`src/rtg_params.svh`:
```
/* Register map, ID and timing constants for the RTG display path.
   RTG_MEM_LATENCY must be at least 1 and match the external memory. */
`ifndef RTG_PARAMS_SVH
`define RTG_PARAMS_SVH

// ----------------------------------------
// Host register block
// ----------------------------------------
// Block select, compared against rs[10:8]
`define RTG_REG_HI_ADDR  3'd1
// Word offsets within the block, rs[3:1]
`define RTG_REG_BASE_HI  3'd0
`define RTG_REG_BASE_LO  3'd1
`define RTG_REG_FORMAT   3'd2
`define RTG_REG_ENABLE   3'd3
`define RTG_REG_HSIZE    3'd4
`define RTG_REG_VSIZE    3'd5
`define RTG_REG_STRIDE   3'd6
`define RTG_REG_ID       3'd7
// ID 0x50, version 0x01
`define RTG_ID_VALUE     16'h5001

// ----------------------------------------
// Memory and palette
// ----------------------------------------
// Cycles from mem_rd to valid mem_data
`define RTG_MEM_LATENCY  2
`define RTG_CLUT_ENTRIES 256

`endif

```
`src/rtg_pkg.sv`:
```
/* Shared types of the RTG display path.
   Format codes other than the three listed here display black. */
`default_nettype none

package rtg_pkg;

	// ----------------------------------------
	// Pixel formats
	// ----------------------------------------
	typedef enum logic [4:0] {
		FMT_CLUT8  = 5'd0,
		FMT_RGB565 = 5'd1,
		FMT_XRGB32 = 5'd2
	} fmt_t;

	// Display settings, held as levels by the register block
	typedef struct packed {
		logic [31:0] base;
		fmt_t        format;
		logic        ena;
		logic [11:0] hsize;
		logic [11:0] vsize;
		// Bytes from one line start to the next
		logic [13:0] stride;
	} disp_cfg_t;

	// Full-entry palette write
	typedef struct packed {
		logic        we;
		logic [7:0]  addr;
		logic [23:0] data;
	} clut_wr_t;

	// Request tag, travels alongside each memory read
	typedef struct packed {
		// Low address bits, pixel position inside the word
		logic [1:0] byte_lane;
		logic       sof;
		logic       eol;
		logic       valid;
	} pix_tag_t;

	typedef struct packed {
		logic [7:0] r;
		logic [7:0] g;
		logic [7:0] b;
	} rgb_t;

endpackage

`default_nettype wire

```
`src/fb_scan.sv`:
```
/* Framebuffer scanner, one read per clk while enabled, frames back to back.
   Memory must accept every strobe and answer after exactly RTG_MEM_LATENCY cycles. */
`timescale 1ns/1ps
`default_nettype none

`include "rtg_params.svh"

module fb_scan (
	input  wire                     clk,
	input  wire                     reset,
	input  wire rtg_pkg::disp_cfg_t cfg,
	// External memory
	output logic                    mem_rd,
	output logic [31:0]             mem_addr,
	// Tag aligned with returned data
	output rtg_pkg::pix_tag_t       tag
);
	import rtg_pkg::*;

	logic [11:0] x;
	logic [11:0] y;
	// Offset of the current line from base
	logic [31:0] line_off;
	logic [1:0]  bpp_shift;
	logic [31:0] byte_addr;
	logic        active;
	logic        last_x;
	logic        last_y;
	pix_tag_t    req_tag;
	pix_tag_t    tag_pipe [`RTG_MEM_LATENCY];

	// ----------------------------------------
	// Address generation
	// ----------------------------------------
	assign active = cfg.ena && (cfg.hsize != 12'd0) && (cfg.vsize != 12'd0);
	// Compare with >= so that shrinking the size mid frame still wraps
	assign last_x = (x >= cfg.hsize - 12'd1);
	assign last_y = (y >= cfg.vsize - 12'd1);

	// Bytes per pixel as a shift
	always_comb begin
		case (cfg.format)
			FMT_CLUT8:  bpp_shift = 2'd0;
			FMT_RGB565: bpp_shift = 2'd1;
			default:    bpp_shift = 2'd2;
		endcase
	end

	assign byte_addr = cfg.base + line_off + (32'(x) << bpp_shift);

	// ----------------------------------------
	// Pixel and line counters
	// ----------------------------------------
	always_ff @(posedge clk) begin
		if (reset || !active) begin
			// Disabled, next frame starts again at pixel 0
			x        <= '0;
			y        <= '0;
			line_off <= '0;
			req_tag  <= '0;
		end else begin
			req_tag.valid     <= 1'b1;
			req_tag.byte_lane <= byte_addr[1:0];
			req_tag.sof       <= (x == 12'd0) && (y == 12'd0);
			req_tag.eol       <= last_x;
			mem_addr          <= {byte_addr[31:2], 2'b00};
			if (last_x) begin
				x <= '0;
				if (last_y) begin
					y        <= '0;
					line_off <= '0;
				end else begin
					y        <= y + 12'd1;
					line_off <= line_off + 32'(cfg.stride);
				end
			end else begin
				x <= x + 12'd1;
			end
		end
	end

	// Strobe and address leave on the same edge as the tag
	assign mem_rd = req_tag.valid;

	// Tag delay line, one stage per cycle of memory latency
	always_ff @(posedge clk) begin
		if (reset) begin
			for (int i = 0; i < `RTG_MEM_LATENCY; i++)
				tag_pipe[i] <= '0;
		end else begin
			tag_pipe[0] <= req_tag;
			for (int i = 1; i < `RTG_MEM_LATENCY; i++)
				tag_pipe[i] <= tag_pipe[i-1];
		end
	end

	assign tag = tag_pipe[`RTG_MEM_LATENCY-1];

endmodule

`default_nettype wire

```
`config.mk`:
```
export PLATFORM = sky130hd
export DESIGN_NAME = fb_scan
export DESIGN_NICKNAME = d
export VERILOG_FILES = /design/src/rtg_pkg.sv /design/src/fb_scan.sv
export VERILOG_INCLUDE_DIRS = /design/src /design/src/src
export SDC_FILE = /design/constraint.sdc
export NUM_CORES = 1
export LEC_CHECK = 0
export BUFFER_PORTS_ARGS = -buffer_cell sky130_fd_sc_hd__buf_2
export CAP_MARGIN = 0
export CELL_PAD_IN_SITES_DETAIL_PLACEMENT = 1
export CELL_PAD_IN_SITES_GLOBAL_PLACEMENT = 2
export CORE_MARGIN = 2
export CORE_UTILIZATION = 36
export CTS_BUF_LIST = sky130_fd_sc_hd__clkbuf_8 sky130_fd_sc_hd__clkbuf_16
export CTS_CLUSTER_DIAMETER = 100
export DETAILED_ROUTE_END_ITERATION = 6
export PLACE_DENSITY = 0.91
export RECOVER_POWER = 50
export SLEW_MARGIN = 20
export SYNTH_ARGS = -nofsm -noshare
export SYNTH_HDL_FRONTEND = slang
export SYNTH_SLANG_ARGS = --single-unit
export TNS_END_PERCENT = 1
```
`constraint.sdc`:
```
create_clock -name clk -period 4.92 [get_ports clk]
set_input_delay 0.246 -clock clk [delete_from_list [all_inputs] [get_ports clk]]
set_output_delay 0.246 -clock clk [all_outputs]
set_load 0.005 [all_outputs]
```
==> results.json <==
{
  "status": "finished with violations",
  "violations": "capacitance limit, slew limit",
  "num_vias": 6462,
  "antenna_found_initial": 0,
  "num_antenna_cells": 0,
  "wl_per_cell_um": 16.7,
  "cap_violations": 1,
  "first_global_vias": 6725,
  "fin_crit_sh": 0.835,
  "synthFlopType": "dfxtp_1",
  "grtUsageMet1": 0.232,
  "ys_seq_area_frac": 0.307,
  "leakage_nw": 3.79,
  "drc_errors": 0,
  "htreeDepth": 3,
  "crit_top_cell": "a21oi_1",
  "max_freq_ghz": 0.243,
  "cp_top_family": "compound AO/OA/AOI/OAI gates",
  "clockBufferDepth": 2,
  "netlist.top_cell.by_area": "dfxtp_1",
  "hold_path.class": "input pin to flip-flop",
  "max_stage_delay_ps": 580,
  "cts-root-buf": "clkbuf_16",
  "io_buffers": 113,
  "setup_viol": 0,
  "synth_top_cell_area_share": 0.188,
  "gp_congestion": 0.828,
  "routed_wl_um": 20300,
  "ir_drop_mv": 0.135,
  "grt_first_pass_wirelength_um": 33200,
  "use_met2": 0.336,
  "coreArea_um2": 20800,
  "clk_pin_slew_ps": 70,
  "synth_area_leaders": "dfxtp_1 (19%), ha_1 (15%), edfxtp_1 (12%), xnor2_1 (6.5%), nor2_1 (5.0%)",
  "clk-insertion-delay-late_ps": 360,
  "die_x_um": 149,
  "drt_pass1_iterations": 5,
  "hold_buffers": 0,
  "crit_cells": 14,
  "synth_area_um2": 7570,
  "r2r_cells": 13,
  "row_count": 53,
  "cp_num_buf_inv": 2,
  "pin_count": 116,
  "hold_violations": 0,
  "finalClockSkew_ps": 7.85,
  "power-per-cell-area_nw_per_um2": 209,
  "initial_utilization": 0.363,
  "drt_iter0_markers": 258,
  "grt_start_max_net_pins": 29,
  "synth_commonest_cells": "nor2_1 (100), ha_1 (92), dfxtp_1 (71)",
  "grt_use_met3": 0.0291,
  "dieArea_um2": 22200,
  "ant_nets": 0,
  "critPathSlowestCell": "nor4_1",
  "synth-seq-cells": 101,
  "post_cts_buffers": 0,
  "async_flop_share": 0,
  "numCtsBuffers": 9,
  "syn_inst": 836,
  "design_area_um2": 8610,
  "numClockSinks": 101,
  "drive_above_1_share": 0.132,
  "grt_usage": 0.188,
  "worstHoldPathCells": 2,
  "area_growth_pct": 13.8,
  "required_ps": 5020,
  "die_h_um": 149,
  "worstPathArrival_ps": 4210,
  "worstMarginPinSlew_ps": 1740,
  "dp_hpwl_um": 16400,
  "maxSlewHeadroom": -0.159,
  "synth_edf_count": 30,
  "critical_path_class": "input pin to flip-flop",
  "final_max_slew_viol_count": 29,
  "busiest_layer": "met2",
  "ctsResizeCount": 0,
  "crit_fanout": 22,
  "ys_types": 57,
  "layout_min_cycle_time_ps": 4110,
  "cts_tree": "built",
  "final_util": 0.413,
  "yosysWarnings": 0,
  "yosysMostFrequentCell": "nor2_1",
  "finalSetupTns_ps": 0,
  "crit_path_end_kind": "flip-flop",
  "vias_per_cell": 5.31,
  "post_dp_cell_area_um2": 8380,
  "rsz0062_at_grt": "false",
  "path_cells": "buf_2 > nor4_1 > buf_4 > a21oi_1 > fa_1 > fa_1 > a21oi_1 > o21ai_0 > a221o_1 > a21oi_1 > a2bb2oi_1 > a21o_1 > a21oi_1 > a221oi_1",
  "cp-start-kind": "input pin",
  "syn_avg_cell_area_um2": 9.05,
  "overflow": 0,
  "nets": 1124
}
## final cells by class
class                   instances  area [µm²]
fillers                      2498       12200
multi-input cells             682        5010
flip-flops and latches        101        2320
repair buffers                118         581
well taps                     275         344
clock buffers                   9         225
inverters                      25        93.8
clock inverters                 7        33.8
## cells in the final DEF, fill, tap and decap left out, types with 16 or more instances in the layout
cell,count
nor3_1,26
inv_1,27
nor2b_1,20
xor2_1,38
edfxtp_1,30
xnor2_1,56
fa_1,17
nand4_1,20
o21ai_0,35
nor2_1,100
a21oi_1,57
a21o_1,27
buf_2,98
dfxtp_1,71
nand2_1,46
nand3_1,21
clkbuf_1,16
ha_1,92
## registers in the layout, summed over array words and instances, names as in the netlist
| name | count |
|---|---|
| x | 12 |
| tag_pipe | 10 |
| line_off | 32 |
| req_tag | 4 |
| mem_rd | 1 |
| mem_addr | 30 |
| y | 12 |
## final timing paths
kind,start,end,slack (ps)
setup / recovery,cfg[40],mem_addr[29],810
hold / removal,reset,tag_pipe[0][5],230
setup reg to reg,x[1],mem_addr[29],970
hold reg to reg,tag_pipe[0][0],tag_pipe[0][5],440
## layer usage
metal  vias to the layer above  part of all wire
met4                         0             0.020
met5                         -                 0
met1                      3124              0.44
met2                       116              0.50
li1                       3195                 -
met3                        27             0.035
## cells by family (layout without fill, tap and decap cells)
family	Yosys count	count (layout)	share of synthesized area
mux	12	12	0.0159
xor+xnor	94	94	0.109
buf+inv	55	159	0.0322
compound gates	173	173	0.147
fa+ha+maj	109	109	0.197
simple gates	291	291	0.191
flops	101	101	0.307
other cells	1	3	0.000496
## worst reg2reg max path: stages, from the launching register on
cell and delay (ps):
dfxtp_1 480, mux2i_1 130, nor2b_1 150, fa_1 450
ha_1 240, fa_1 410, a21oi_1 230, o21ai_0 250
a221o_1 370, a21oi_1 250, a2bb2oi_1 170, a21o_1 240
a21oi_1 230, a221oi_1 110
## metrics by stage
| stage | worst slack (ps) | hold slack (ps) | power, W | std cells |
|---|---|---|---|---|
| 3_3_place_gp | 866 | 419 | 0.00116 | 1201 |
| 3_5_place_dp | 671 | 431 | 0.00116 | 1201 |
| 2_1_floorplan | 1010 | 414 | 0.00106 | 838 |
| 4_1_cts | 1020 | 227 | 0.00182 | 1217 |
| 5_1_grt | 436 | 237 | 0.00188 | 1217 |
| 6_report | 812 | 226 | 0.00180 | 1217 |
## power breakdown
group          switching (W)  total, W  internal, W
Sequential        0.00000785  0.000888     0.000880
Clock               0.000325  0.000661     0.000336
Combinational       0.000144  0.000252     0.000107
Total               0.000478   0.00180      0.00132
Power figures use the tool's default switching activity.
