<file path="src/rtg_params.svh">
/* Register map, ID and timing constants for the RTG display path.
   RTG_MEM_LATENCY must be at least 1 and match the external memory. */
`ifndef RTG_PARAMS_SVH
`define RTG_PARAMS_SVH

// ----------------------------------------
// Host register block
// ----------------------------------------
// Block select, compared against rs[10:8]
`define RTG_REG_HI_ADDR  3'd1
// Word offsets within the block, rs[3:1]
`define RTG_REG_BASE_HI  3'd0
`define RTG_REG_BASE_LO  3'd1
`define RTG_REG_FORMAT   3'd2
`define RTG_REG_ENABLE   3'd3
`define RTG_REG_HSIZE    3'd4
`define RTG_REG_VSIZE    3'd5
`define RTG_REG_STRIDE   3'd6
`define RTG_REG_ID       3'd7
// ID 0x50, version 0x01
`define RTG_ID_VALUE     16'h5001

// ----------------------------------------
// Memory and palette
// ----------------------------------------
// Cycles from mem_rd to valid mem_data
`define RTG_MEM_LATENCY  2
`define RTG_CLUT_ENTRIES 256

`endif

</file>
<file path="src/rtg_pkg.sv">
/* Shared types of the RTG display path.
   Format codes other than the three listed here display black. */
`default_nettype none

package rtg_pkg;

	// ----------------------------------------
	// Pixel formats
	// ----------------------------------------
	typedef enum logic [4:0] {
		FMT_CLUT8  = 5'd0,
		FMT_RGB565 = 5'd1,
		FMT_XRGB32 = 5'd2
	} fmt_t;

	// Display settings, held as levels by the register block
	typedef struct packed {
		logic [31:0] base;
		fmt_t        format;
		logic        ena;
		logic [11:0] hsize;
		logic [11:0] vsize;
		// Bytes from one line start to the next
		logic [13:0] stride;
	} disp_cfg_t;

	// Full-entry palette write
	typedef struct packed {
		logic        we;
		logic [7:0]  addr;
		logic [23:0] data;
	} clut_wr_t;

	// Request tag, travels alongside each memory read
	typedef struct packed {
		// Low address bits, pixel position inside the word
		logic [1:0] byte_lane;
		logic       sof;
		logic       eol;
		logic       valid;
	} pix_tag_t;

	typedef struct packed {
		logic [7:0] r;
		logic [7:0] g;
		logic [7:0] b;
	} rgb_t;

endpackage

`default_nettype wire

</file>
<file path="src/rtg_regs.sv">
/* Host side register file and palette access, writes qualified by clk7_en.
   Reads need no clk7_en; data_out is zero unless a read is in progress. */
`timescale 1ns/1ps
`default_nettype none

`include "rtg_params.svh"

module rtg_regs (
	input  wire                   clk,
	input  wire                   reset,
	// Host register bus
	input  wire                   clk7_en,
	input  wire                   aen,
	input  wire                   rd,
	input  wire                   wr,
	input  wire [11:0]            rs,
	input  wire [15:0]            data_in,
	output logic [15:0]           data_out,
	// Display settings
	output rtg_pkg::disp_cfg_t    cfg,
	// Palette ports
	output rtg_pkg::clut_wr_t     clut_wr,
	output logic [7:0]            clut_raddr,
	input  wire rtg_pkg::rgb_t    clut_rdata
);
	import rtg_pkg::*;

	logic        reg_sel;
	logic        pal_sel;
	logic        wr_cyc;
	logic        rd_cyc;
	// Last written palette halves
	logic [7:0]  pal_hi;
	logic [15:0] pal_lo;

	// ----------------------------------------
	// Address decode
	// ----------------------------------------
	// rs[10] set means palette space, so the two selects never overlap
	assign reg_sel = (rs[10:8] == `RTG_REG_HI_ADDR);
	assign pal_sel = rs[10];
	assign wr_cyc  = clk7_en && aen && wr;
	assign rd_cyc  = aen && rd;

	// Display register writes
	always_ff @(posedge clk) begin
		if (reset) begin
			cfg.ena <= 1'b0;
		end else if (wr_cyc && reg_sel) begin
			case (rs[3:1])
				`RTG_REG_BASE_HI: cfg.base[31:16] <= data_in;
				`RTG_REG_BASE_LO: cfg.base[15:0]  <= data_in;
				`RTG_REG_FORMAT:  cfg.format      <= fmt_t'(data_in[4:0]);
				`RTG_REG_ENABLE:  cfg.ena         <= data_in[0];
				`RTG_REG_HSIZE:   cfg.hsize       <= data_in[11:0];
				`RTG_REG_VSIZE:   cfg.vsize       <= data_in[11:0];
				`RTG_REG_STRIDE:  cfg.stride      <= data_in[13:0];
				// ID is read only
				default: ;
			endcase
		end
	end

	// ----------------------------------------
	// Palette
	// ----------------------------------------
	// Each half write is remembered for the next write of the other half
	always_ff @(posedge clk) begin
		if (wr_cyc && pal_sel) begin
			if (rs[1])
				pal_lo <= data_in;
			else
				pal_hi <= data_in[7:0];
		end
	end

	// Whole entry written at once, new half merged with the latched one
	always_comb begin
		clut_wr.we   = wr_cyc && pal_sel;
		clut_wr.addr = rs[9:2];
		if (rs[1])
			clut_wr.data = {pal_hi, data_in};
		else
			clut_wr.data = {data_in[7:0], pal_lo};
	end

	assign clut_raddr = rs[9:2];

	// ----------------------------------------
	// Readback
	// ----------------------------------------
	always_ff @(posedge clk) begin
		if (reset) begin
			data_out <= '0;
		end else if (rd_cyc && pal_sel) begin
			// Half 0 is red, half 1 is green and blue
			if (rs[1])
				data_out <= clut_rdata[15:0];
			else
				data_out <= {8'h00, clut_rdata[23:16]};
		end else if (rd_cyc && reg_sel) begin
			case (rs[3:1])
				`RTG_REG_BASE_HI: data_out <= cfg.base[31:16];
				`RTG_REG_BASE_LO: data_out <= cfg.base[15:0];
				`RTG_REG_FORMAT:  data_out <= {11'd0, cfg.format};
				`RTG_REG_ENABLE:  data_out <= {15'd0, cfg.ena};
				`RTG_REG_HSIZE:   data_out <= {4'd0, cfg.hsize};
				`RTG_REG_VSIZE:   data_out <= {4'd0, cfg.vsize};
				`RTG_REG_STRIDE:  data_out <= {2'd0, cfg.stride};
				default:          data_out <= `RTG_ID_VALUE;
			endcase
		end else begin
			data_out <= '0;
		end
	end

endmodule

`default_nettype wire

</file>
<file path="config.mk">
export PLATFORM = sky130hd
export DESIGN_NAME = rtg_regs
export DESIGN_NICKNAME = d
export VERILOG_FILES = /design/src/rtg_pkg.sv /design/src/rtg_regs.sv
export VERILOG_INCLUDE_DIRS = /design/src /design/src/src
export SDC_FILE = /design/constraint.sdc
export NUM_CORES = 1
export LEC_CHECK = 0
export ABC_CLOCK_PERIOD_IN_PS = 5000
export BUFFER_PORTS_ARGS = -buffer_cell sky130_fd_sc_hd__buf_2
export CORE_MARGIN = 3
export CORE_UTILIZATION = 40
export CTS_BUF_LIST = sky130_fd_sc_hd__clkbuf_8
export CTS_CLUSTER_DIAMETER = 60
export DETAILED_ROUTE_END_ITERATION = 8
export PLACE_DENSITY = 0.68
export SLEW_MARGIN = 0
export SYNTH_ARGS = -nofsm -noshare
export SYNTH_HDL_FRONTEND = slang
export SYNTH_SLANG_ARGS = --single-unit
</file>
<file path="constraint.sdc">
create_clock -name clk -period 5 [get_ports clk]
set_input_delay 1.5 -clock clk [delete_from_list [all_inputs] [get_ports clk]]
set_output_delay 1.5 -clock clk [all_outputs]
set_load 0.01 [all_outputs]
</file>
==> flow_metrics.py <==
metrics = {
    "floorplanning": {
        "ios": 191,
        "fp-row-count": 39,
        "initial_utilization_pct": 41.4,
        "die_w_um": 115,
        "core_um2": 11500,
        "die-area_um2": 13300,
        "die_y_um": 115,
    },
    "logic_synthesis": {
        "synth.area.top_cells": "edfxtp_1 62%, dfxtp_1 7.1%, mux2_2 6.9%",
        "syn_area_um2": 4760,
        "synthCells": 307,
        "synth_top_area_share_pct": 62.4,
        "synth_edf_count": 99,
        "synth_area_leader_cell": "edfxtp_1",
        "ys.flop_type": "edfxtp_1",
        "yosys_warnings": 0,
        "synthArstFlopShare_pct": 0,
        "syn_area_per_cell_um2": 15.5,
        "synth_cell_types": 37,
        "synth_nets": 365,
        "yosysSeqAreaShare_pct": 69.6,
        "ys_ff_latch": 116,
    },
    "global_route": {
        "grt_pass1_wl_um": 19000,
        "grt_pass1_vias": 3437,
        "overflow": 0,
        "grt_usage_pct": 19.6,
        "antenna_found_initial": 0,
        "grt_start_max_net_pins": 47,
    },
    "sta": {
        "maxSlewHeadroom_pct": 28.3,
        "rsz0062_at_grt": "false",
        "fin_skew_ns": 0.0132,
        "setup_slack_ns": 0.618,
        "setup_tns_ns": 0,
        "setup_viol": 0,
        "finalCritPeriodShare_pct": 87.6,
        "drv_slew": 0,
        "final_hold_viol_count": 0,
        "fmax_ghz": 0.228,
        "fin_crit_ns": 4.38,
        "worstMarginPinSlew_ns": 1.08,
    },
    "hold_path": {
        "hold_class": "reg -> reg",
        "min-delay-start": "cfg[7]$_DFFE_PP_",
    },
    "clock_tree": {
        "insertion_delay_ns": 0.43,
        "cts_htree_levels": 4,
        "numCtsBuffers": 17,
        "ctsRootBufferMaster": "clkbuf_8",
        "ctsLongestPathBuffers": 2,
        "cts.sinks": 116,
        "ctsResizeCount": 0,
        "postCtsHoldBufs": 0,
        "cts_tree": "yes",
        "clk_pin_slew_worst_paths_ns": 0.07,
        "cts_setup_buffers": 0,
    },
    "drt": {
        "drt-vias-per-instance": 5.18,
        "drt-initial-drc-count": 234,
        "drc": 0,
        "wl_um": 12800,
        "ant_nets": 0,
        "avgRoutedWirePerCell_um": 20.1,
        "first_pass_iters": 4,
        "dr_total_vias": 3303,
    },
    "final_layout": {
        "fin_cells": 638,
        "final_cell_mix": "176 x buf_2, 99 x edfxtp_1, 29 x mux2_2",
        "nNetsFinal": 540,
        "n_antenna_cell": 0,
        "nFillCells": 963,
        "syn2layout_area_growth_pct": 30.2,
        "layout_commonest_cell": "buf_2",
        "drive_above_1_share_pct": 52.3,
    },
    "pwr": {
        "total_power_w": 0.00220,
        "p_comb_share_pct": 6.3,
        "p_int_w": 0.00173,
        "p_clk_share_pct": 45.6,
        "seqPwrFrac_pct": 48.1,
        "powerDensity_nw_per_um2": 354,
        "p_leak_nw": 2.56,
        "switching_share_pct": 21.0,
        "peakVddDrop_v": 0.000207,
        "switchingPower_w": 0.000461,
    },
    "critical_path": {
        "startpoint": "rs[1]",
        "setup.worst_path.start_class": "primary input",
        "cp.arrival_ns": 2.88,
        "path_max_fanout": 46,
        "worstPathRequired_ns": 3.50,
        "critical_path_class": "in -> out",
        "critPathCaptureType": "output pin",
        "r2r_start": "cfg[49]$_DFFE_PP_",
    },
    "placement": {
        "placed_cells": 606,
        "dp_hpwl_um": 8890,
        "finalWeightedCongestion": 0.743,
        "dp_slack_ns": 0.611,
        "portBuffers": 176,
    },
    "outcome": {
        "status": "completed",
    },
    "run": {
        "cap_violations": 0,
    },
}
==> final cells by class <==
cell class              instances  area, um2  share of cell area (%)
clock inverters                13        205                    3.31
inverters                       6       22.5                   0.363
clock buffers                  19        262                    4.22
well taps                     143        179                    2.89
multi-input cells             153       1250                    20.1
repair buffers                188        971                    15.7
flip-flops and latches        116       3310                    53.4
==> cells in the mapped netlist (3+ instances only) <==
master / number
edfxtp_1: 99
mux2_2: 29
mux2i_1: 27
dfxtp_1: 17
buf_4: 16
nor2_1: 15
o22ai_1: 11
nand2_1: 9
nor3_1: 9
buf_2: 8
a22oi_1: 6
inv_1: 6
a211o_1: 5
buf_1: 5
nand2b_1: 5
o21ai_0: 5
a21o_1: 3
mux4_2: 3
nand3_1: 3
==> power by group through the flow <==
stage	clock (W)	combinational (W)	sequential (W)
2_1_floorplan	0	0.0000824	0.00108
3_3_place_gp	0	0.000138	0.00108
3_5_place_dp	0	0.000140	0.00108
4_1_cts	0.00102	0.000141	0.00106
5_1_grt	0.00106	0.000153	0.00106
6_report	0.00100	0.000138	0.00106
==> worst paths after layout <==
path                                  to  slack, ns  cells past startpoint
setup / recovery             clut_wr[11]       0.62                      3
hold / removal    data_out[7]$_SDFF_PP0_       0.51                      1
setup reg to reg  data_out[5]$_SDFF_PP0_       3.59                      4
hold reg to reg   data_out[7]$_SDFF_PP0_       0.51                      1
==> worst max-delay path, stage by stage <==
cell and delay (ns):
buf_2 0.80, mux2_2 0.42, buf_2 0.14
==> registers in the layout, summed over array words and instances, names as in the netlist <==
name	flops
pal_lo	16
pal_hi	8
cfg	76
data_out	16
==> layer usage <==
metal / up-vias / wire [um] / part of all wire, % / global-route usage, %
li1: 1527 / - / - / -
met4: 0 / 159 / 1.2 / 8.29
met1: 1586 / 5270 / 41 / 24.9
met2: 173 / 6170 / 48 / 30.1
met5: - / 0 / 0 / 0
met3: 17 / 1220 / 9.5 / 7.53
==> metrics by stage <==
| step | util [%] | instance area (um2) | hold slack [ns] |
|---|---|---|---|
| 5_1_grt | 53.8 | 6200 | 0.526 |
| 3_3_place_gp | 49.8 | 5730 | 0.481 |
| 2_1_floorplan | - | 4760 | 0.529 |
| 6_report | 53.8 | 6200 | 0.512 |
| 3_5_place_dp | 49.8 | 5730 | 0.482 |
| 4_1_cts | 53.8 | 6200 | 0.510 |
==> cell families (layout without fill, tap and decap cells) <==
family	count (synthesis)	count (layout)	synth area share [%]
compound gates	39	39	5.83
simple gates	55	55	6.04
flops	116	116	69.6
mux	59	59	13.9
buf+inv	38	226	4.62
Note: power is estimated with default switching activity, not from simulation.
