### config.mk
export PLATFORM = sky130hd
export DESIGN_NAME = pixel_unpack
export DESIGN_NICKNAME = d
export VERILOG_FILES = /design/src/rtg_params.svh /design/src/rtg_pkg.sv /design/src/pixel_unpack.sv
export SDC_FILE = /design/constraint.sdc
export NUM_CORES = 1
export LEC_CHECK = 0
export BUFFER_PORTS_ARGS = -buffer_cell sky130_fd_sc_hd__buf_2
export CORE_MARGIN = 2
export CORE_UTILIZATION = 49
export DETAILED_ROUTE_END_ITERATION = 7
export PLACE_DENSITY_LB_ADDON = 0.1
export SLEW_MARGIN = 10
export SYNTH_ARGS = -nofsm -noshare
export SYNTH_HDL_FRONTEND = slang
export SYNTH_SLANG_ARGS = --single-unit
### constraint.sdc
create_clock -name clk -period 2.53 [get_ports clk]
set_input_delay 0.253 -clock clk [delete_from_list [all_inputs] [get_ports clk]]
set_output_delay 0.253 -clock clk [all_outputs]
set_load 0.01 [all_outputs]
### src/rtg_params.svh
/* Register map, ID and timing constants for the RTG display path.
   RTG_MEM_LATENCY must be at least 1 and match the external memory. */
`ifndef RTG_PARAMS_SVH
`define RTG_PARAMS_SVH

// ----------------------------------------
// Host register block
// ----------------------------------------
// Block select, compared against rs[10:8]
`define RTG_REG_HI_ADDR  3'd1
// Word offsets within the block, rs[3:1]
`define RTG_REG_BASE_HI  3'd0
`define RTG_REG_BASE_LO  3'd1
`define RTG_REG_FORMAT   3'd2
`define RTG_REG_ENABLE   3'd3
`define RTG_REG_HSIZE    3'd4
`define RTG_REG_VSIZE    3'd5
`define RTG_REG_STRIDE   3'd6
`define RTG_REG_ID       3'd7
// ID 0x50, version 0x01
`define RTG_ID_VALUE     16'h5001

// ----------------------------------------
// Memory and palette
// ----------------------------------------
// Cycles from mem_rd to valid mem_data
`define RTG_MEM_LATENCY  2
`define RTG_CLUT_ENTRIES 256

`endif

### src/rtg_pkg.sv
/* Shared types of the RTG display path.
   Format codes other than the three listed here display black. */
`default_nettype none

package rtg_pkg;

	// ----------------------------------------
	// Pixel formats
	// ----------------------------------------
	typedef enum logic [4:0] {
		FMT_CLUT8  = 5'd0,
		FMT_RGB565 = 5'd1,
		FMT_XRGB32 = 5'd2
	} fmt_t;

	// Display settings, held as levels by the register block
	typedef struct packed {
		logic [31:0] base;
		fmt_t        format;
		logic        ena;
		logic [11:0] hsize;
		logic [11:0] vsize;
		// Bytes from one line start to the next
		logic [13:0] stride;
	} disp_cfg_t;

	// Full-entry palette write
	typedef struct packed {
		logic        we;
		logic [7:0]  addr;
		logic [23:0] data;
	} clut_wr_t;

	// Request tag, travels alongside each memory read
	typedef struct packed {
		// Low address bits, pixel position inside the word
		logic [1:0] byte_lane;
		logic       sof;
		logic       eol;
		logic       valid;
	} pix_tag_t;

	typedef struct packed {
		logic [7:0] r;
		logic [7:0] g;
		logic [7:0] b;
	} rgb_t;

endpackage

`default_nettype wire

### src/pixel_unpack.sv
/* Pixel unpacker, two cycles from returned word to pixel for every format.
   Lane 0 is mem_data[7:0]; unknown formats show black. */
`timescale 1ns/1ps
`default_nettype none

module pixel_unpack (
	input  wire                    clk,
	input  wire                    reset,
	input  wire rtg_pkg::fmt_t     format,
	input  wire rtg_pkg::pix_tag_t tag,
	input  wire [31:0]             mem_data,
	// Palette lookup
	output logic [7:0]             clut_addr,
	input  wire rtg_pkg::rgb_t     clut_data,
	// Pixel out
	output logic                   pix_valid,
	output rtg_pkg::rgb_t          pix_rgb,
	output logic                   pix_sof,
	output logic                   pix_eol
);
	import rtg_pkg::*;

	logic [7:0]  lane_byte;
	logic [15:0] lane_half;
	rgb_t        direct_rgb;
	// Stage 1, in step with the palette read
	pix_tag_t    s1_tag;
	rgb_t        s1_rgb;
	logic        s1_use_clut;

	// ----------------------------------------
	// Lane select and expansion
	// ----------------------------------------
	assign lane_byte = mem_data[8*tag.byte_lane +: 8];
	assign lane_half = tag.byte_lane[1] ? mem_data[31:16] : mem_data[15:0];

	// Index goes straight to the palette, result back next cycle
	assign clut_addr = lane_byte;

	always_comb begin
		case (format)
			FMT_RGB565: begin
				// Top bits repeated into the low bits of each channel
				direct_rgb.r = {lane_half[15:11], lane_half[15:13]};
				direct_rgb.g = {lane_half[10:5], lane_half[10:9]};
				direct_rgb.b = {lane_half[4:0], lane_half[4:2]};
			end
			FMT_XRGB32: direct_rgb = rgb_t'(mem_data[23:0]);
			default:    direct_rgb = '0;
		endcase
	end

	// ----------------------------------------
	// Alignment stage
	// ----------------------------------------
	always_ff @(posedge clk) begin
		if (reset)
			s1_tag <= '0;
		else
			s1_tag <= tag;
	end

	always_ff @(posedge clk) begin
		s1_rgb      <= direct_rgb;
		s1_use_clut <= (format == FMT_CLUT8);
	end

	// Output register
	always_ff @(posedge clk) begin
		if (reset) begin
			pix_valid <= 1'b0;
			pix_sof   <= 1'b0;
			pix_eol   <= 1'b0;
		end else begin
			pix_valid <= s1_tag.valid;
			pix_sof   <= s1_tag.valid && s1_tag.sof;
			pix_eol   <= s1_tag.valid && s1_tag.eol;
		end
		pix_rgb <= s1_use_clut ? clut_data : s1_rgb;
	end

endmodule

`default_nettype wire

==> results of run 1 <==
routing by layer:
| layer | share of wire | track usage |
|---|---|---|
| met5 | 0 | 0 |
| met4 | 0.020 | 0.0684 |
| met3 | 0.088 | 0.0447 |
| met2 | 0.47 | 0.313 |
| met1 | 0.42 | 0.237 |
cells by family after synthesis:
| logic type | synth area share |
|---|---|
| buffers and inverters | 0.0304 |
| AOI/OAI and AO/OA | 0.0327 |
| muxes | 0.290 |
| DFF | 0.514 |
| and+or+nand+nor | 0.133 |
state kept, by name, summed over array words and instances, names as in the netlist:
signal,cells
s1_use_clut,1
pix_eol,1
s1_tag,3
s1_rgb,24
pix_rgb,24
pix_sof,1
pix_valid,1
final cells by class:
type	count	area [um^2]
well taps	52	65.1
clock inverters	1	30.0
fillers	360	1520
clock buffers	6	72.6
flip-flops and latches	55	1100
multi-input cells	107	975
repair buffers	105	533
cells in the mapped netlist (2+ instances only):
master / instances
clkbuf_1: 2
o2bb2ai_1: 8
dfxtp_1: 55
buf_2: 7
mux4_2: 8
and2_1: 3
nor4_4: 2
nor2b_1: 5
mux2i_1: 8
mux2_2: 32
nand2_1: 16
nand3_1: 24
how the worst max path moves through the flow:
stage | end | depth (start not counted) | slack [ps] | start
6_report | clut_addr[4] | 4 | 960 | tag[4]
4_1_cts | clut_addr[4] | 4 | 980 | tag[4]
3_5_place_dp | s1_rgb[20] | 4 | 900 | format[1]
2_1_floorplan | clut_addr[5] | 4 | 1110 | tag[4]
5_1_grt | clut_addr[3] | 4 | 920 | tag[4]
3_3_place_gp | s1_rgb[20] | 4 | 940 | format[1]
power groups by stage:
stage               clock network, uW  registers, uW  logic, uW
floorplan                           0            920       96.3
global placement                    0            914        200
detailed placement                  0            914        201
CTS                               559            894        202
global route                      585            896        218
finish                            544            893        202
cell usage in the layout, fill, tap and decap left out:
cell / count
and2_1: 3
nand3_1: 24
dfxtp_1: 55
buf_2: 102
nand2_4: 1
nand2_1: 16
mux2i_1: 8
buf_4: 3
mux4_2: 8
mux2_2: 32
bufinv_16: 1
clkbuf_1: 1
clkbuf_8: 5
nor2b_1: 5
o2bb2ai_1: 8
nor4_4: 2
per-stage QoR:
stage	hold WS [ps]	area (um^2)	total power, uW	cells
floorplan	325	2140	1020	174
global placement	407	2670	1110	319
detailed placement	411	2670	1120	319
CTS	141	2780	1660	326
global route	154	2780	1700	326
finish	150	2780	1640	326
==> metrics.txt, run 1 <==
number of routed nets with antenna violations 0; Post-Syn Instances 174; internal power 1290 uW; Pleak 0.00139 uW; Hold EP s1_tag[1]; post-cts sizing count 0; NetSw ~350 uW; TritonRoute pass-1 iters 4; Slew HR 0.570; GRT Util Overall 0.188; Worst Slack Setup Final just under 1000 ps; first-pass GRT wire length 7300 um; Synth area leader dfxtp_1; reg2reg setup slack 1160 ps; root buf cell clkbuf_8; setup TNS 0 ps; H-tree depth 2; total CTS buffers 5; Req. time, crit path 2280 ps; HP Class primary input to register; drt wl/cell between 10 and 15 um; WS Path Type primary input to primary output; Final Util 0.647; FF+latch count, synth 55; GRT overflow 0; family with the most delay on the worst path buffers and inverters; row count 24; Final Hold Fails 0; period utilization 0.620; FF-to-FF Start s1_use_clut; MaxCap Viol Count 0; GPL Wtd Cong 0.859; Chip Height 70.1 um; total die area just under 5000 um^2; syn avg cell area 12.3 um^2; Synth Net Count 242; largest cells by area after synthesis dfxtp_1, mux2_2, mux4_2; vias in the first global route approximately 1600; Seq pwr share 0.545; Seq/Total Area, Yosys 0.514; RSZ-0062 raised after global routing no; sw frac 0.216; Synthesis Warnings 0; Worst VDD drop 0.000299 V; area fraction of the dominant cell type after synthesis 0.514; clock skew 2.87 ps; ys flop type dfxtp_1; PortBufs 102; critical path capture point type primary output; synthesized cell area 2140 um^2; hold depth 2; Core ar. between 4000 and 5000 um^2; Final Critical Period 1570 ps; crit path buf inv count 3; number of diodes 0; Crit Path Max Fanout 14; CTS clk-pin slew, worst paths approximately 80 ps; Ports roughly 100; Comb pwr share 0.123; drt drc 0; antenna violations before repair 0; FF-to-FF End pix_rgb[1]; Least-Margin Pin Slew 640 ps; Final setup viols 0; vias ~1700; CTS tree yes; CP max-delay cell mux4_2; hold_sp reset; CTS max path bufs 2; Worst Reg-to-Reg Cells 2; Post-CTS Setup Inserts 0; Die Width about 70 um; WL final 4610 um; worst skew pair latency 290 ps; nets 342; Area Growth Syn to Fin 29.7%; max incr delay on CP 320 ps; most frequent CP cell buf_2; share of cells above drive strength 1 0.562; Clk pwr share 0.332; Via density 5.21; startpoint types primary input; fmax ~0.64 GHz; pin count of the biggest net entering global routing 19; crit path DAT 1320 ps; clock sink total 55; Synth cell types 16; crit-path cells buf_2 -> buf_4 -> mux4_2 -> buf_2; DP HPWL 3530 um; DP Worst Slack 898 ps; Starting Density 0.499; status finished, final reports clean; max-slew violations 0; P per Cell Area roughly 590 nW/um^2; Async S/R FF share, synth 0; CTS Hold Bufs 0; DRT iter0 DRCs 52; number of synthesized flops with an enable pin 0
Note: power is estimated with default switching activity, not from simulation.
==> run 2, diff against run 1 <==
--- a/config.mk
+++ b/config.mk
@@ -7,7 +7,7 @@
 export LEC_CHECK = 0
 export BUFFER_PORTS_ARGS = -buffer_cell sky130_fd_sc_hd__buf_2
 export CORE_MARGIN = 2
-export CORE_UTILIZATION = 49
+export CORE_UTILIZATION = 41
 export DETAILED_ROUTE_END_ITERATION = 7
 export PLACE_DENSITY_LB_ADDON = 0.1
 export SLEW_MARGIN = 10
==> constraint.sdc (replaced) <==
create_clock -name clk -period 1.4 [get_ports clk]
set_input_delay 0.14 -clock clk [delete_from_list [all_inputs] [get_ports clk]]
set_output_delay 0.14 -clock clk [all_outputs]
set_load 0.01 [all_outputs]
==> run 2 against run 1 <==
Effect of this change: utilization decreased by 8.5 points; final cell count up 7.1%; routed wire length rose by 5.1%; power rose by 82%; largest cell class unchanged; largest power group unchanged.
==> metrics.txt, run 2 (synthesis results as in run 1) <==
vias 1696 (-0.18%); WHS 36.7 ps (-113 ps); crit path DAT 1120 ps (-200 ps); Pleak 0.00142 uW (+2.2%); CTS tree yes; Slew HR 0.783 (+0.213); GRT overflow 0 (unchanged); nets 347 (+1.5%); drt wl/cell 13.9 um (-1.8%); MaxCap Viol Count 0 (unchanged); DP Worst Slack 138 ps (-760 ps); clock skew 6.84 ps (+3.97 ps); CTS Hold Bufs 0 (unchanged); Seq pwr share 0.540 (-0.005); Post-CTS Setup Inserts 0 (unchanged); CTS clk-pin slew, worst paths 80 ps (about the same); max incr delay on CP 560 ps (+240 ps); family with the most delay on the worst path multiplexers; Area Growth Syn to Fin 33.1%; Least-Margin Pin Slew 325 ps (-315 ps); Fill cells 505 (+40%); PortBufs 102 (unchanged); Hold EP s1_tag[1]; Die Width 76.3 um (+8.8%); FF-to-FF Start s1_use_clut; first-pass GRT wire length 7780 um (+6.6%); startpoint types primary input; pin count of the biggest net entering global routing 18 (-1); hold_sp reset; crit path buf inv count 2 (-1); vias in the first global route 1696 (+3.9%); Core ar. 5070 um^2 (+18%); Ports 103 (unchanged); GPL Wtd Cong 0.748 (-13%); most common cell after layout, fill and taps aside buf_2; Comb pwr share 0.127 (+0.004); HP Class primary input to register; Chip Height 76.3 um (+8.8%); drt drc 0 (unchanged); Clk pwr share 0.334 (+0.002); total die area 5820 um^2 (+18%); worst skew pair latency 300 ps (about the same); Via density 4.86 (-6.8%); post-cts sizing count 0 (unchanged); most frequent CP cell buf_2; TritonRoute pass-1 iters 4 (unchanged); total CTS buffers 5 (unchanged); Worst VDD drop 0.000462 V (+55%); NetSw 654 uW (+85%); Final Critical Period 1260 ps; antenna violations before repair 0 (unchanged); Worst Reg-to-Reg Cells 2 (unchanged); Starting Density 0.422 (-0.0767); root buf cell clkbuf_8; row count 26 (+8.3%); share of cells above drive strength 1 0.570 (+0.00785); most frequent cells in the layout buf_2, dfxtp_1, mux2_2, nand3_1, nand2_1; critical path capture point type primary output; internal power 2330 uW (+82%); CTS max path bufs 2 (unchanged); clock sink total 55 (unchanged); FF-to-FF End pix_rgb[1]; reg2reg setup slack 380 ps (-780 ps); CP max-delay cell mux4_2; Crit Path Max Fanout 8 (-6); GRT Util Overall 0.170 (-0.0174); sw frac 0.219 (+0.00320); WS Path Type primary input to primary output; status finished, final reports clean; number of routed nets with antenna violations 0 (unchanged); fmax 0.792 GHz; max-slew violations 0 (unchanged); DRT iter0 DRCs 59 (+13%); H-tree depth 2 (unchanged); number of diodes 0 (unchanged); Final setup viols 0 (unchanged); RSZ-0062 raised after global routing no; stages on the worst setup path 3 (-1); Power Total 2990 uW (+82%); hold depth 2 (unchanged); setup TNS 0 ps (unchanged); Final Hold Fails 0 (unchanged); Req. time, crit path 1260 ps (-1020 ps); crit-path cells buf_2 -> mux4_2 -> buf_2; largest registers pix_rgb x24, s1_rgb x24, s1_tag x3; DP HPWL 3830 um (+8.6%); Worst Slack Setup Final 138 ps (-824 ps); P per Cell Area 1050 nW/um^2 (+78%); period utilization 0.901; WL final 4840 um (+5.1%); critical path startpoint tag[3]
==> run 2: metal layers <==
metal | up-vias | part of all wire | track usage | wire length, um
met2 | 65 | 0.49 | 0.287 | 2370
met3 | 4 | 0.063 | 0.0474 | 303
met5 | - | 0 | 0 | 0
met1 | 798 | 0.44 | 0.214 | 2130
li1 | 829 | - | - | -
met4 | 0 | 0.0078 | 0.0491 | 38
==> run 2: worst max-delay path by stage <==
stage              endpoint  slack (ps)
3_5_place_dp   clut_addr[3]         140
4_1_cts        clut_addr[3]         140
3_3_place_gp   clut_addr[2]         140
5_1_grt        clut_addr[3]          90
2_1_floorplan  clut_addr[5]         200
6_report       clut_addr[3]         140
==> run 2: cell type report <==
class                      count  area (um^2)  area share
clock buffer                   6         72.6      0.0255
clock inverter                 1         30.0      0.0105
multi-input combinational    107          975       0.342
sequential                    55         1100       0.386
tap                           70         87.6      0.0307
timing repair buffer         110          583       0.205
==> run 2: stage by stage <==
stage / util / cells / area (um^2)
final: 0.561 / 349 / 2850
after global placement: 0.541 / 342 / 2750
after CTS: 0.561 / 349 / 2850
after floorplan: - / 174 / 2140
after detailed placement: 0.541 / 342 / 2750
after global routing: 0.561 / 349 / 2850
==> run 2: worst register-to-register path, delay by kind of cell (launching register included) <==
family                 cells  cell delay [ps]
buffers and inverters      1              220
multiplexers               1              360
flip-flops                 1              340
==> run 2: power by group through the flow <==
stage          Sequential [uW]  Clock [uW]  Combinational, uW
2_1_floorplan             1660           0                174
3_3_place_gp              1650           0                377
3_5_place_dp              1650           0                380
4_1_cts                   1610        1030                381
5_1_grt                   1620        1070                412
6_report                  1610         997                378
==> run 3, diff against run 2 <==
--- a/config.mk
+++ b/config.mk
@@ -8,7 +8,9 @@
 export BUFFER_PORTS_ARGS = -buffer_cell sky130_fd_sc_hd__buf_2
 export CORE_MARGIN = 2
 export CORE_UTILIZATION = 41
+export CTS_CLUSTER_SIZE = 20
 export DETAILED_ROUTE_END_ITERATION = 7
+export MAX_ROUTING_LAYER = met4
 export PLACE_DENSITY_LB_ADDON = 0.1
 export SLEW_MARGIN = 10
 export SYNTH_ARGS = -nofsm -noshare
==> run 3 against run 2 <==
Effect of this change: power shrank 0.13%; critical path depth is the same; routed wire length shrank 0.68%; utilization is the same.
==> metrics.txt, run 3 (synthesis results as in run 1) <==
Area Growth Syn to Fin 33.1% (unchanged); total CTS buffers 5 (unchanged); family with the most delay on the worst path multiplexers; clock sink total 55 (unchanged); most common cell after layout, fill and taps aside buf_2; Final Hold Fails 0 (unchanged); startpoint types primary input; Final Critical Period 1260 ps (-0.772 ps); max incr delay on CP 560 ps (about the same); Reg area 1100 um^2 (unchanged); WS Path Type primary input to primary output; most frequent cells in the layout buf_2, dfxtp_1, mux2_2, nand3_1, nand2_1; Slew HR 0.787 (+0.00384); cell area after layout 2850 um^2 (unchanged); pin count of the biggest net entering global routing 18 (unchanged); share of cells above drive strength 1 0.570 (unchanged); root buf cell clkbuf_8; CTS tree yes; dpl cell area 2750 um^2 (unchanged); setup TNS 0 ps (unchanged); fmax 0.793 GHz (about the same); crit path buf inv count 2 (unchanged); antenna violations before repair 0 (unchanged); crit-path cells buf_2 -> mux4_2 -> buf_2; Req. time, crit path 1260 ps (about the same); clock skew 4.82 ps (-2.01 ps); most frequent CP cell buf_2; GPL Wtd Cong 0.758 (+1.3%); Starting Density 0.422 (unchanged); TritonRoute pass-1 iters 4 (unchanged); GRT overflow 0 (unchanged); Worst VDD drop 0.000459 V (-0.75%); Die Width 76.3 um (unchanged); vias 1686 (-0.59%); CTS clk-pin slew, worst paths 80 ps (about the same); Core ar. 5070 um^2 (unchanged); CTS max path bufs 2 (unchanged); total die area 5820 um^2 (unchanged); hold_sp reset; critical path capture point type primary output; area of the multi-input gates 975 um^2 (unchanged); drt wl/cell 13.8 um (-0.68%); DRT iter0 DRCs 57 (-3.4%); P per Cell Area 1050 nW/um^2 (-0.13%); max-slew violations 0 (unchanged); post-cts sizing count 0 (unchanged); Final setup viols 0 (unchanged); Least-Margin Pin Slew 319 ps (-5.75 ps); GRT Util Overall 0.176 (+0.00514); worst skew pair latency 300 ps (about the same); Pleak 0.00142 uW (unchanged); critical path startpoint tag[3]; CP max-delay cell mux4_2; MaxCap Viol Count 0 (unchanged); PortBufs 102 (unchanged); number of diodes 0 (unchanged); Chip Height 76.3 um (unchanged); HP Class primary input to register; DP HPWL 3830 um (unchanged); RSZ-0062 raised after global routing no; first-pass GRT wire length 7780 um (unchanged); period utilization 0.901 (about the same); row count 26 (unchanged); Via density 4.83 (-0.59%); nets 347 (unchanged); WL final 4810 um (-0.68%); status finished, final reports clean; Ports 103 (unchanged); number of routed nets with antenna violations 0 (unchanged); largest registers pix_rgb x24, s1_rgb x24, s1_tag x3; Crit Path Max Fanout 8 (unchanged); vias in the first global route 1694 (-0.12%); crit path DAT 1120 ps (about the same); Post-CTS Setup Inserts 0 (unchanged); CTS Hold Bufs 0 (unchanged); drt drc 0 (unchanged); FF-to-FF Start s1_use_clut; Fill cells 505 (unchanged); H-tree depth 2 (unchanged)
## run 3: final cells by class
class                           instances  area share
Clock buffer                            6      0.0255
Clock inverter                          1      0.0105
Multi-Input combinational cell        107       0.342
Sequential cell                        55       0.386
Tap cell                               70      0.0307
Timing Repair Buffer                  110       0.205
## run 3: path summary, 6_finish.rpt
| check | endpoint | slack (ps) | cells past startpoint |
|---|---|---|---|
| min | s1_tag[1] | 40 | 2 |
| max | clut_addr[3] | 140 | 3 |
| min reg2reg | pix_sof | 430 | 1 |
| max reg2reg | pix_rgb[1] | 380 | 2 |
## run 3: worst reg2reg max path, cell delays in order (launching register included)
cell and delay (ps):
dfxtp_1 340, buf_4 220, mux2_2 360
## run 3: layer usage
layer  track usage  vias to the layer above  part of all wire  routed length (um)
li1              -                      829                 -                   -
met1         0.220                      789              0.44                2130
met2         0.286                       64              0.49                2370
met3        0.0403                        4             0.056                 270
met4        0.0491                        0            0.0079                  38
met5             -                        -                 0                   0
## run 3: through the flow
step	instances	total power, uW	worst slack [ps]	hold slack, ps	utilization
finish	349	2980	139	36.4	0.561
global route	349	3110	87.8	29.0	0.561
CTS	349	3030	136	29.9	0.561
detailed placement	342	2030	138	356	0.541
global placement	342	2030	143	348	0.541
floorplan	174	1840	203	212	-
## run 3: where the power goes
| group | switching (uW) | total [uW] | leakage, uW | internal [uW] |
|---|---|---|---|---|
| Combinational | 173 | 377 | 0.000917 | 205 |
| Clock | 469 | 993 | 0.0000513 | 525 |
| Sequential | 8.88 | 1610 | 0.000447 | 1600 |
